--- config.mk ---
export PLATFORM = sky130hd
export DESIGN_NAME = cache_lru
export DESIGN_NICKNAME = d
export VERILOG_FILES = /design/src/cache_pkg.sv /design/src/cache_lru.sv
export VERILOG_INCLUDE_DIRS = /design/src
export SDC_FILE = /design/constraint.sdc
export NUM_CORES = 1
export LEC_CHECK = 0
export BUFFER_PORTS_ARGS = -buffer_cell sky130_fd_sc_hd__buf_2
export CAP_MARGIN = 30
export CORE_UTILIZATION = 45
export CTS_CLUSTER_DIAMETER = 100
export CTS_CLUSTER_SIZE = 20
export DETAILED_ROUTE_END_ITERATION = 8
export SLEW_MARGIN = 20
export SYNTH_ARGS = -nofsm -noshare
export SYNTH_HDL_FRONTEND = slang
export SYNTH_SLANG_ARGS = --single-unit
export TNS_END_PERCENT = 100
--- constraint.sdc ---
create_clock -name clk -period 4 [get_ports clk]
set_input_delay 0.4 -clock clk [delete_from_list [all_inputs] [get_ports clk]]
set_output_delay 0.4 -clock clk [all_outputs]
set_load 0.05 [all_outputs]
--- src/cache_consts.svh ---
`ifndef CACHE_CONSTS_SVH
`define CACHE_CONSTS_SVH

// Cache geometry
`define CACHE_BYTES     256
`define LINE_BYTES      16
`define NUM_WAYS        4
`define NUM_SETS        4

// Address split: tag | index | word offset | byte offset
`define WORD_OFF_BITS   2
`define INDEX_BITS      2
`define TAG_BITS        26
`define WAY_BITS        2

// One line in bits
`define LINE_BITS       128

// Backing line memory, 1 KB
`define MEM_LINES       64
`define MEM_ADDR_BITS   6

// Cycles from a memory request to its done pulse
`define DMEM_DELAY_DEF  4

`endif

--- src/cache_pkg.sv ---
`include "cache_consts.svh"

package cache_pkg;

  typedef logic [31:0] word_t;
  typedef logic [31:0] addr_t;

  // Fields of a byte address
  typedef logic [`TAG_BITS-1:0]      tag_t;
  typedef logic [`INDEX_BITS-1:0]    index_t;
  typedef logic [`WORD_OFF_BITS-1:0] offset_t;

  // Way number, also an LRU age
  typedef logic [`WAY_BITS-1:0] way_t;

  typedef logic [`LINE_BITS-1:0]     line_t;
  typedef logic [`MEM_ADDR_BITS-1:0] line_addr_t;

  // Miss handling FSM
  typedef enum logic [1:0] {
    ST_IDLE,
    ST_WRITE_BACK,
    ST_REFILL
  } cache_state_t;

endpackage

--- src/cache_lru.sv ---
`timescale 1ns/1ns
`include "cache_consts.svh"

module cache_lru
  import cache_pkg::*;
(
  input  logic   clk,
  input  logic   reset,
  input  index_t index,
  input  logic   touch,
  input  way_t   touch_way,
  output way_t   victim_way
);

  // Age 0 is the most recent way, NUM_WAYS-1 the least recent
  way_t age_q [`NUM_SETS][`NUM_WAYS];
  way_t touched_age;

  assign touched_age = age_q[index][touch_way];

  always_ff @(posedge clk) begin
    if (reset) begin
      for (int s = 0; s < `NUM_SETS; s++) begin
        for (int w = 0; w < `NUM_WAYS; w++) begin
          age_q[s][w] <= way_t'(w);
        end
      end
    end else if (touch) begin
      // Ways younger than the touched one grow one step older
      for (int w = 0; w < `NUM_WAYS; w++) begin
        if (age_q[index][w] < touched_age) begin
          age_q[index][w] <= age_q[index][w] + way_t'(1);
        end
      end
      age_q[index][touch_way] <= '0;
    end
  end

  // The oldest way of the set is the victim
  always_comb begin
    victim_way = '0;
    for (int w = 0; w < `NUM_WAYS; w++) begin
      if (age_q[index][w] == way_t'(`NUM_WAYS - 1)) begin
        victim_way = way_t'(w);
      end
    end
  end

endmodule

==> flow_metrics.py <==
metrics = {
    "run_status": {
        "status": "finished clean",
    },
    "finish": {
        "layout-area-overhead-vs-synth_pct": 6.38,
        "drive_gt1_share_pct": 14.3,
        "diodes": 0,
        "largest_reg_flops": 32,
        "fin_nets": 233,
        "utilization_pct": 49.5,
        "regMostFlops": "age_q",
        "largestRegisters": "age_q x32",
        "fillCellCount": 450,
    },
    "yosys": {
        "async_flop_share_pct": 0,
        "synth_compound_area_share_pct": 15.7,
        "synth_top_family_by_area": "simple AND/OR/NAND/NOR gates",
        "synth_top_area_share_pct": 43.8,
        "syn-cell-area_mm2": 0.00220,
        "synth.distinct_cells": 42,
        "synth_area_leaders": "edfxtp_1, mux4_2, nand2_1",
        "synthMuxAreaShare_pct": 11.3,
        "yosys_warnings": 0,
        "synth_top_area_cell": "edfxtp_1",
        "ys_ff_latch": 32,
        "synth_xor_area_share_pct": 0.399,
        "yosys.area_share.adder_pct": 3.99,
        "syn-instance-count": 218,
        "synthSimpleGateAreaFrac_pct": 20.9,
        "yosysSeqAreaShare_pct": 43.8,
        "synth_edf_count": 32,
        "syn_nets": 232,
        "ys.flop_type": "edfxtp_1",
        "syn_avg_cell_area_um2": 10.1,
        "yosysMostFrequentCell": "edfxtp_1",
        "synth_common_cells": "edfxtp_1, nand2_1, a21oi_1",
    },
    "critical_path": {
        "cp_slowest_cell": "mux4_2",
        "crit_chain": "buf_2 > mux4_2 > mux4_2 > inv_1 > ha_1 > o21ai_0 > nor2_1 > o41ai_1",
        "reg2reg_depth": 7,
        "crit_top_cell": "mux4_2",
        "crit_type": "primary input to register",
        "endpoint_kind": "register",
        "cp.arrival_ns": 3.14,
        "worst-path-buf-inv": 2,
        "worst-path-stages": 8,
        "cp.required_ns": 3.92,
        "cpLargestDelayFamily": "multiplexers",
        "setup.worst_path.start_class": "primary input",
        "max_stage_delay_ns": 0.63,
        "crit_path_max_fanout": 28,
    },
    "clock_network": {
        "path_clk_slew_ns": 0.06,
        "cts_root_buffer": "clkbuf_8",
        "cts_hold_buf": 0,
        "tritoncts": "done",
        "cts_resized": 0,
        "clk_latency_ns": 0.28,
        "clock-sinks": 32,
        "htreeDepth": 2,
        "cts_buffers": 5,
        "ctsLongestPathBuffers": 2,
        "post_cts_buffers": 0,
    },
    "flow_run": {
        "cap_viol_max_count": 0,
    },
    "power": {
        "peakVddDrop_uv": 173,
        "power_density_mw_per_mm2": 329,
        "leakage_nw": 0.768,
    },
    "routing": {
        "route.detailed.drc": 0,
        "post_drt_wl_per_cell_um": 18.2,
        "wl_um": 5170,
        "viasPerCell": 6.26,
        "num_vias": 1779,
        "ant_nets": 0,
        "drt-initial-drc-count": 256,
        "firstDrtPassIters": 4,
    },
    "timing": {
        "fin_crit_sh_pct": 80.5,
        "drv_slew": 0,
        "tightest_slew_ns": 0.868,
        "hold_viol": 0,
        "fin_hold_ws_ns": 0.723,
        "post-route-min-period_ns": 3.22,
        "fin_setup_tns_ns": 0,
        "slew_headroom_pct": 41.9,
        "rsz0062_at_grt": "false",
        "setup_viol": 0,
        "fin_skew_ns": 0.00339,
        "fmax_mhz": 311,
    },
    "global_routing": {
        "grt_pass1_vias": 1609,
        "grt_first_pass_wirelength_um": 8360,
        "grt_usage_pct": 22.0,
        "antenna_found_initial": 0,
        "grt_overflow": 0,
        "grt_max_degree": 29,
    },
    "floorplan": {
        "die_x_um": 71.9,
        "start_util_pct": 46.5,
        "die_height_um": 71.9,
        "num_rows": 25,
        "ios": 9,
        "die_area_mm2": 0.00516,
        "fp.coreArea_mm2": 0.00472,
    },
    "placement": {
        "io_buffers": 8,
        "gp_congestion": 0.872,
        "dp.final_hpwl_um": 3720,
    },
    "worst_hold_path": {
        "whs_path_depth": 3,
        "hold_class": "primary input to register",
    },
}
[stage by stage]
step,setup slack [ns],area [µm²],std cells,total power [mW]
6_report,0.781,2340,284,0.769
5_1_grt,0.513,2340,284,0.803
4_1_cts,0.786,2330,283,0.768
3_5_place_dp,0.500,2260,278,0.551
3_3_place_gp,0.625,2260,278,0.549
2_1_floorplan,0.841,2200,218,0.515
[cell type report]
| class | count | area, µm² | area share [%] |
|---|---|---|---|
| Clock buffer | 5 | 68.8 | 2.95 |
| Inverter | 3 | 11.3 | 0.482 |
| Sequential cell | 32 | 961 | 41.1 |
| Timing Repair Buffer | 11 | 62.6 | 2.68 |
| Tap cell | 67 | 83.8 | 3.59 |
| Multi-Input combinational cell | 166 | 1150 | 49.2 |
[power by group]
group          internal [mW]  switching, mW
registers              0.383        0.00386
logic                 0.0545          0.107
clock network          0.112          0.108
total                  0.550          0.219
[cells by family (layout without fill, tap and decap cells)]
group                    after synthesis  in the layout
AO/OA/AOI/OAI                         53             53
XOR/XNOR                               1              1
adder cells (fa/ha/maj)                7              7
buffers and inverters                 20             19
flip-flops                            32             32
multiplexers                          17             17
AND/OR/NAND/NOR                       88             88
[cells in the final DEF, fill, tap and decap left out, drive strengths merged, types with 2 or more instances in the layout]
| master | n |
|---|---|
| mux4 | 5 |
| buf | 11 |
| a21o | 4 |
| clkbuf | 5 |
| a21oi | 19 |
| o31ai | 6 |
| and3 | 3 |
| inv | 3 |
| nor3 | 8 |
| nand2 | 30 |
| mux2i | 6 |
| o21a | 2 |
| or4 | 3 |
| a32oi | 2 |
| edfxtp | 32 |
| o21ai | 11 |
| o41ai | 2 |
| nand2b | 7 |
| nor3b | 4 |
| and2 | 3 |
| nor4 | 9 |
| o211a | 3 |
| mux2 | 6 |
| nor2 | 9 |
| nand3 | 2 |
| nor2b | 6 |
| ha | 7 |
[metal layers]
metal | up-vias | global-route usage, % | routed length (µm)
met5 | - | 0 | 0
met3 | 10 | 6.47 | 392
met2 | 82 | 33.6 | 2440
li1 | 830 | - | -
met4 | 0 | 8.93 | 105
met1 | 857 | 29.3 | 2230
[tightest hold or removal path, delay by kind of cell]
kind | cells | cell delay, ns
AO/OA/AOI/OAI | 2 | 0.16
buffers and inverters | 1 | 0.30
[worst paths after layout]
| check | startpoint | end | slack, ns |
|---|---|---|---|
| worst min-delay path | reset | age_q[0][1] | 0.72 |
| worst max register to register | age_q[1][1] | age_q[0][4] | 1.05 |
| worst min register to register | age_q[2][7] | age_q[3][7] | 1.03 |
| worst max-delay path | index[0] | age_q[0][4] | 0.78 |
(Power assumes the default switching activity.)
