[config.mk]
export PLATFORM = sky130hd
export DESIGN_NAME = cache_core_flat
export DESIGN_NICKNAME = d
export VERILOG_FILES = /design/src/cache_pkg.sv /design/src/dmem_if.sv /design/src/cache_core.sv /design/src/flat_wrapper.sv
export VERILOG_INCLUDE_DIRS = /design/src
export SDC_FILE = /design/constraint.sdc
export NUM_CORES = 2
export LEC_CHECK = 0
export BUFFER_PORTS_ARGS = -buffer_cell sky130_fd_sc_hd__clkbuf_2
export CORE_MARGIN = 2
export CORE_UTILIZATION = 55
export DETAILED_ROUTE_END_ITERATION = 16
export PLACE_DENSITY = 0.78
export SKIP_LAST_GASP = 1
export SYNTH_ARGS = -nofsm -noshare
export SYNTH_HDL_FRONTEND = slang
export SYNTH_SLANG_ARGS = --single-unit
[constraint.sdc]
create_clock -name clk -period 6.2 [get_ports clk]
set_input_delay 1.24 -clock clk [delete_from_list [all_inputs] [get_ports clk]]
set_output_delay 1.24 -clock clk [all_outputs]
set_load 0.03 [all_outputs]
[src/cache_consts.svh]
`ifndef CACHE_CONSTS_SVH
`define CACHE_CONSTS_SVH

// Cache geometry
`define CACHE_BYTES     256
`define LINE_BYTES      16
`define NUM_WAYS        4
`define NUM_SETS        4

// Address split: tag | index | word offset | byte offset
`define WORD_OFF_BITS   2
`define INDEX_BITS      2
`define TAG_BITS        26
`define WAY_BITS        2

// One line in bits
`define LINE_BITS       128

// Backing line memory, 1 KB
`define MEM_LINES       64
`define MEM_ADDR_BITS   6

// Cycles from a memory request to its done pulse
`define DMEM_DELAY_DEF  4

`endif

[src/cache_pkg.sv]
`include "cache_consts.svh"

package cache_pkg;

  typedef logic [31:0] word_t;
  typedef logic [31:0] addr_t;

  // Fields of a byte address
  typedef logic [`TAG_BITS-1:0]      tag_t;
  typedef logic [`INDEX_BITS-1:0]    index_t;
  typedef logic [`WORD_OFF_BITS-1:0] offset_t;

  // Way number, also an LRU age
  typedef logic [`WAY_BITS-1:0] way_t;

  typedef logic [`LINE_BITS-1:0]     line_t;
  typedef logic [`MEM_ADDR_BITS-1:0] line_addr_t;

  // Miss handling FSM
  typedef enum logic [1:0] {
    ST_IDLE,
    ST_WRITE_BACK,
    ST_REFILL
  } cache_state_t;

endpackage

[src/dmem_if.sv]
`timescale 1ns/1ns

interface dmem_if import cache_pkg::*; ();

  // Request side, driven by the cache controller
  logic       req;
  logic       write;
  line_addr_t line_addr;
  line_t      wdata;

  // Response side, driven by the line memory
  line_t      rdata;
  logic       done;
  logic       ready;

  modport ctrl (
    output req, write, line_addr, wdata,
    input  rdata, done, ready
  );

  modport mem (
    input  req, write, line_addr, wdata,
    output rdata, done, ready
  );

endinterface

[src/cache_core.sv]
`timescale 1ns/1ns
`include "cache_consts.svh"

module cache_core
  import cache_pkg::*;
(
  input  logic         clk,
  input  logic         reset,
  input  logic         mem_rw,
  input  logic         in_valid,
  input  addr_t        addr,
  input  word_t        din,
  output logic         is_hit,
  output word_t        dout,
  output logic         ready,
  input  way_t         victim_way,
  output index_t       lru_index,
  output logic         touch,
  output way_t         touch_way,
  dmem_if.ctrl         mem
);

  // Cache arrays
  logic  valid_q [`NUM_SETS][`NUM_WAYS];
  logic  dirty_q [`NUM_SETS][`NUM_WAYS];
  tag_t  tag_q   [`NUM_SETS][`NUM_WAYS];
  line_t data_q  [`NUM_SETS][`NUM_WAYS];

  cache_state_t state_q;
  cache_state_t state_d;

  // Address fields of the current request
  tag_t    tag;
  index_t  index;
  offset_t offset;

  logic hit_found;
  way_t hit_way;
  logic free_found;
  way_t free_way;
  way_t fill_way;
  logic accept;
  logic miss;

  // Miss context, captured when the miss is taken
  tag_t   miss_tag_q;
  index_t miss_index_q;
  way_t   fill_way_q;

  // Set while a memory access is in flight
  logic issued_q;

  assign tag    = addr[31 -: `TAG_BITS];
  assign index  = addr[`INDEX_BITS + `WORD_OFF_BITS + 1 -: `INDEX_BITS];
  assign offset = addr[`WORD_OFF_BITS + 1 -: `WORD_OFF_BITS];

  always_comb begin
    hit_found = 1'b0;
    hit_way   = '0;
    for (int w = 0; w < `NUM_WAYS; w++) begin
      if (valid_q[index][w] && tag_q[index][w] == tag) begin
        hit_found = 1'b1;
        hit_way   = way_t'(w);
      end
    end
  end

  // Lowest-numbered invalid way wins, so scan from the top down
  always_comb begin
    free_found = 1'b0;
    free_way   = '0;
    for (int w = `NUM_WAYS - 1; w >= 0; w--) begin
      if (!valid_q[index][w]) begin
        free_found = 1'b1;
        free_way   = way_t'(w);
      end
    end
  end

  assign fill_way = free_found ? free_way : victim_way;

  assign ready  = (state_q == ST_IDLE);
  assign accept = ready && in_valid;
  assign is_hit = accept && hit_found;
  assign miss   = accept && !hit_found;
  assign dout   = data_q[index][hit_way][32*offset +: 32];

  // LRU update on every accepted hit
  assign lru_index = index;
  assign touch     = is_hit;
  assign touch_way = hit_way;

  // Memory side, one request pulse per access
  assign mem.req   = (state_q != ST_IDLE) && !issued_q && mem.ready;
  assign mem.write = (state_q == ST_WRITE_BACK);
  assign mem.wdata = data_q[miss_index_q][fill_way_q];

  // Victim goes back to its own line, refill reads the requested line
  always_comb begin
    if (state_q == ST_WRITE_BACK) begin
      mem.line_addr = line_addr_t'({tag_q[miss_index_q][fill_way_q], miss_index_q});
    end else begin
      mem.line_addr = line_addr_t'({miss_tag_q, miss_index_q});
    end
  end

  always_comb begin
    state_d = state_q;
    case (state_q)
      ST_IDLE: begin
        if (miss) begin
          state_d = dirty_q[index][fill_way] ? ST_WRITE_BACK : ST_REFILL;
        end
      end
      ST_WRITE_BACK: begin
        if (mem.done) begin
          state_d = ST_REFILL;
        end
      end
      ST_REFILL: begin
        if (mem.done) begin
          state_d = ST_IDLE;
        end
      end
      default: state_d = ST_IDLE;
    endcase
  end

  // Control state and line status bits
  always_ff @(posedge clk) begin
    if (reset) begin
      state_q  <= ST_IDLE;
      issued_q <= 1'b0;
      for (int s = 0; s < `NUM_SETS; s++) begin
        for (int w = 0; w < `NUM_WAYS; w++) begin
          valid_q[s][w] <= 1'b0;
          dirty_q[s][w] <= 1'b0;
        end
      end
    end else begin
      state_q <= state_d;

      if (mem.done) begin
        issued_q <= 1'b0;
      end else if (mem.req) begin
        issued_q <= 1'b1;
      end

      if (is_hit && mem_rw) begin
        dirty_q[index][hit_way] <= 1'b1;
      end

      // Filled line comes in clean
      if (state_q == ST_REFILL && mem.done) begin
        valid_q[miss_index_q][fill_way_q] <= 1'b1;
        dirty_q[miss_index_q][fill_way_q] <= 1'b0;
      end
    end
  end

  // Tags, line data and miss context
  always_ff @(posedge clk) begin
    if (miss) begin
      miss_tag_q   <= tag;
      miss_index_q <= index;
      fill_way_q   <= fill_way;
    end

    if (is_hit && mem_rw) begin
      data_q[index][hit_way][32*offset +: 32] <= din;
    end

    if (state_q == ST_REFILL && mem.done) begin
      tag_q[miss_index_q][fill_way_q]  <= miss_tag_q;
      data_q[miss_index_q][fill_way_q] <= mem.rdata;
    end
  end

endmodule

[src/flat_wrapper.sv]
// flat-port wrapper written by rule: the top's interface ports become plain ports
module cache_core_flat import cache_pkg::*;
  (clk, reset, mem_rw, in_valid, addr, din, is_hit, dout, ready, victim_way, lru_index, touch, touch_way, mem_req, mem_write, mem_line_addr, mem_wdata, mem_rdata, mem_done, mem_ready);
  dmem_if mem_i ();
  input  logic clk;
  input  logic reset;
  input  logic mem_rw;
  input  logic in_valid;
  input  addr_t addr;
  input  word_t din;
  output logic is_hit;
  output word_t dout;
  output logic ready;
  input  way_t victim_way;
  output index_t lru_index;
  output logic touch;
  output way_t touch_way;
  output wire logic [$bits(mem_i.req)-1:0] mem_req;
  output wire logic [$bits(mem_i.write)-1:0] mem_write;
  output wire logic [$bits(mem_i.line_addr)-1:0] mem_line_addr;
  output wire logic [$bits(mem_i.wdata)-1:0] mem_wdata;
  input wire logic [$bits(mem_i.rdata)-1:0] mem_rdata;
  input wire logic [$bits(mem_i.done)-1:0] mem_done;
  input wire logic [$bits(mem_i.ready)-1:0] mem_ready;
  assign mem_req = mem_i.req;
  assign mem_write = mem_i.write;
  assign mem_line_addr = mem_i.line_addr;
  assign mem_wdata = mem_i.wdata;
  assign mem_i.rdata = mem_rdata;
  assign mem_i.done = mem_done;
  assign mem_i.ready = mem_ready;
  cache_core u_core (.clk(clk), .reset(reset), .mem_rw(mem_rw), .in_valid(in_valid), .addr(addr), .din(din), .is_hit(is_hit), .dout(dout), .ready(ready), .victim_way(victim_way), .lru_index(lru_index), .touch(touch), .touch_way(touch_way), .mem(mem_i));
endmodule
==> reports/metrics.yaml <==
timing:
  fin_crit_ps: 6240
  slew_headroom_pct: 13.0
  slew_violations: 0
  finalSetupTns_ps: -77.2
  tightestPinTransition_ps: 1300
  hold_viol: 0
  skew_ps: 89.7
  final-setup-viol-count: 5
  fin_crit_sh_pct: 101
  hold_slack_ps: 474
  finalWorstSetupSlack_ps: -38.0
  clock.fmax_mhz: 160
clocking:
  cts.path.max_buffers: 4
  cts_hold_buf: 0
  cts_buffers: 276
  clk-insertion-delay-late_ps: 950
  clk_pin_slew_ps: 60
  cts_root_buffer: "clkbuf_16"
  clock-sinks: 2531
  cts_tree: "done"
  h-tree-depth: 5
setup_path:
  cp.buffers_inverters: 9
  critPathSlowestCell: "mux4_2"
  crit_path_end_kind: "output port"
  worstSetupPathType: "input port to output port"
  critical-path-top-delay-family: "buffers and inverters"
  crit_chain: "buf_16, buf_6, buf_4, mux4_2, xnor2_1, nand4_1, nor4_2, buf_4, nand4_4, buf_12, buf_6, clkbuf_16, o21ai_0, a21oi_1, o21bai_1, buf_4, nand4_1, clkbuf_2"
  rrSetupSlack_ps: 1270
  cp_data_arrival_time_ps: 5000
  worstSetupStartpointType: "input port"
  slowest_delay_ps: 510
  required_ps: 4960
  crit_top_cell: "buf_4"
  crit_fanout: 23
yosys:
  synthDistinctLibCells: 68
  synthCells: 5553
  synthFlopType: "edfxtp_1"
  synth_area_sq_mm: 0.115
  syn-num-nets: 5758
  yosys-top-cells-area: "edfxtp_1 65%, mux4_2 25%, mux2i_1 1.4%"
  yosysTopAreaCellShare_pct: 65.4
  seq_area_frac_synth_pct: 65.7
  synth_top_area_cell: "edfxtp_1"
  syn_avg_cell_area_sq_um: 20.8
  ys_seq_elements: 2531
  synth_edf_count: 2510
  yosysWarnings: 0
  async_flop_share_pct: 0
global_route:
  grt_pass1_vias: 67544
  overflow: 0
  grt_pass1_wl_mm: 506
  grt_max_degree: 133
  grt_antenna_before_repair: 43
  grt_use_total_pct: 34.2
die:
  fp.dieW_um: 462
  core_sq_mm: 0.209
  num_io_pins: 375
  die_y_um: 462
  rows: 168
  start_util_pct: 55.2
  dieArea_sq_mm: 0.213
route:
  drtAntennaViolNets: 0
  post_drt_via_cell_ratio: 7.39
  drc: 0
  drt_wl_total_mm: 366
  drt_iter0_drc: 11766
  vias: 68424
  dr.pass1.iters: 6
  wl_per_cell_um: 39.5
pwr:
  power_density_mw_per_mm2: 293
  ir_drop_uv: 302
  leakagePower_uw: 0.0431
flow_run:
  cap_violations: 0
run_status:
  violations: "setup timing"
  status: "finished with violations"
cells_and_area:
  num-fill-cells: 13391
  nNetsFinal: 6424
  area_growth_pct: 15.8
  stdcell_count: 9264
  drive_gt1_share_pct: 41.1
placed_design:
  gp_congestion: 0.923
  port_buffers: 372
  hpwl_mm: 218
  placed_cells: 8716
min_path:
  hold_path.class: "flop to flop"
cell families after synthesis:
group / synth area share, %
AOI/OAI and AO/OA: 3.22
xor gates and xnor gates: 0.684
adders and majority gates: 0.0543
buffers and inverters: 1.80
DFF: 65.7
muxes: 26.7
and+or+nand+nor: 1.77
worst reg2reg max path, stage by stage (launching register included):
cell and delay [ps]:
edfxtp_1 420, mux2i_2 300, o21ai_0 110, or4_1 570, a2111oi_2 390, buf_4 200
nand4_4 90, buf_12 170, buf_12 180, nand2_2 180, buf_4 220, nor2_1 100
a21oi_1 990, nor2_4 450, buf_12 340
cells in the mapped netlist (5+ instances only):
cell type and instances:
nor4_1 6, a31oi_1 10, o21bai_1 47, mux4_2 1257, inv_1 17, a22oi_1 7
buf_4 18, clkbuf_1 277, dfxtp_1 21, and3_1 8, buf_1 42, o21ai_1 12
o21ai_0 151, mux2i_1 159, ha_1 5, buf_6 18, and2_1 64, buf_8 6
mux2_1 10, a22o_1 129, mux2_2 69, nand4_1 49, xnor2_1 69, nor3_1 16
nand3_1 6, edfxtp_1 2510, xor2_1 21, nor2b_1 5, a211o_1 32, a21oi_1 124
o22ai_1 5, nor2_1 176, o2111ai_1 5, nand2_1 67, a2bb2oi_1 9, buf_2 74
stage by stage:
stage	instance area [sq um]	worst slack [ps]	total power, uW	util, %
after floorplan	115000	459	22200	-
after global placement	124000	-625	23800	59.6
after detailed placement	124000	-632	23900	59.6
after CTS	133000	-17.6	39100	63.7
after global routing	133000	-106	40000	63.9
final	134000	-38.0	39200	63.9
registers in the layout, summed over array words and instances, names as in the netlist, named ones only:
| register | flops |
|---|---|
| u_core.data_q | 2048 |
| u_core.dirty_q | 16 |
| u_core.fill_way_q | 2 |
| u_core.issued_q | 1 |
| u_core.miss_index_q | 2 |
| u_core.miss_tag_q | 26 |
| u_core.state_q | 2 |
| u_core.tag_q | 416 |
| u_core.valid_q | 16 |
layout make-up:
type	instances	area, sq um	share of cell area, %
Antenna cell	51	128	0.0956
Clock buffer	348	7440	5.57
Clock inverter	119	858	0.643
Inverter	18	71.3	0.0534
Multi-Input combinational cell	2568	38200	28.6
Sequential cell	2531	75800	56.8
Tap cell	2805	3510	2.63
Timing Repair Buffer	824	7460	5.59
per-layer routing:
layer	share of wire (%)	GRT usage, %	wire, um
met1	32	43.3	116000
met2	46	51.1	168000
met3	15	11.7	54200
met4	7.5	21.7	27300
met5	0.084	0	309
repair_timing:
action	CTS	global route
pin swaps	14	16
cloned	2	5
setup buffers	13	10
resized for setup	34	45
setup endpoints to repair	33	31
where the power goes:
group / total, uW / leakage, uW / internal (uW) / switching [uW]
logic: 4470 / 0.0159 / 1800 / 2670
clock network: 15600 / 0.00408 / 8940 / 6620
registers: 19100 / 0.0231 / 19000 / 126
total: 39200 / 0.0431 / 29700 / 9410
path summary, 6_finish.rpt:
check / startpoint / to / cells past startpoint
min reg2reg: u_core.valid_q[2][3] / u_core.valid_q[2][3] / 2
min: u_core.valid_q[2][3] / u_core.valid_q[2][3] / 2
max: addr[4] / dout[16] / 18
max reg2reg: u_core.tag_q[3][0] / u_core.data_q[1][333] / 14
placed cells by master, fill, tap and decap left out, types with 12 or more instances in the layout:
master     Yosys  final
clkinv_1       1     58
a21oi_1      124    122
o21ai_1       12     15
o21bai_1      47     46
nand2_1       67     65
clkbuf_1     277     56
inv_1         17     17
xor2_1        21     21
nor3_1        16     12
buf_12         0    151
clkinv_2       0     39
xnor2_1       69     66
diode_2        0     51
a211o_1       32     29
buf_4         18    283
and2_1        64     64
mux2i_1      159    152
nor2_4         0     77
bufinv_16      0     12
clkbuf_16      0    290
clkbuf_2       0    356
o21ai_0      151    144
nand4_1       49     49
a22o_1       129    129
dfxtp_1       21     19
mux2_2        69     69
mux4_2      1257   1257
edfxtp_1    2510   2510
nor2_1       176     98
Power figures use the tool's default switching activity.
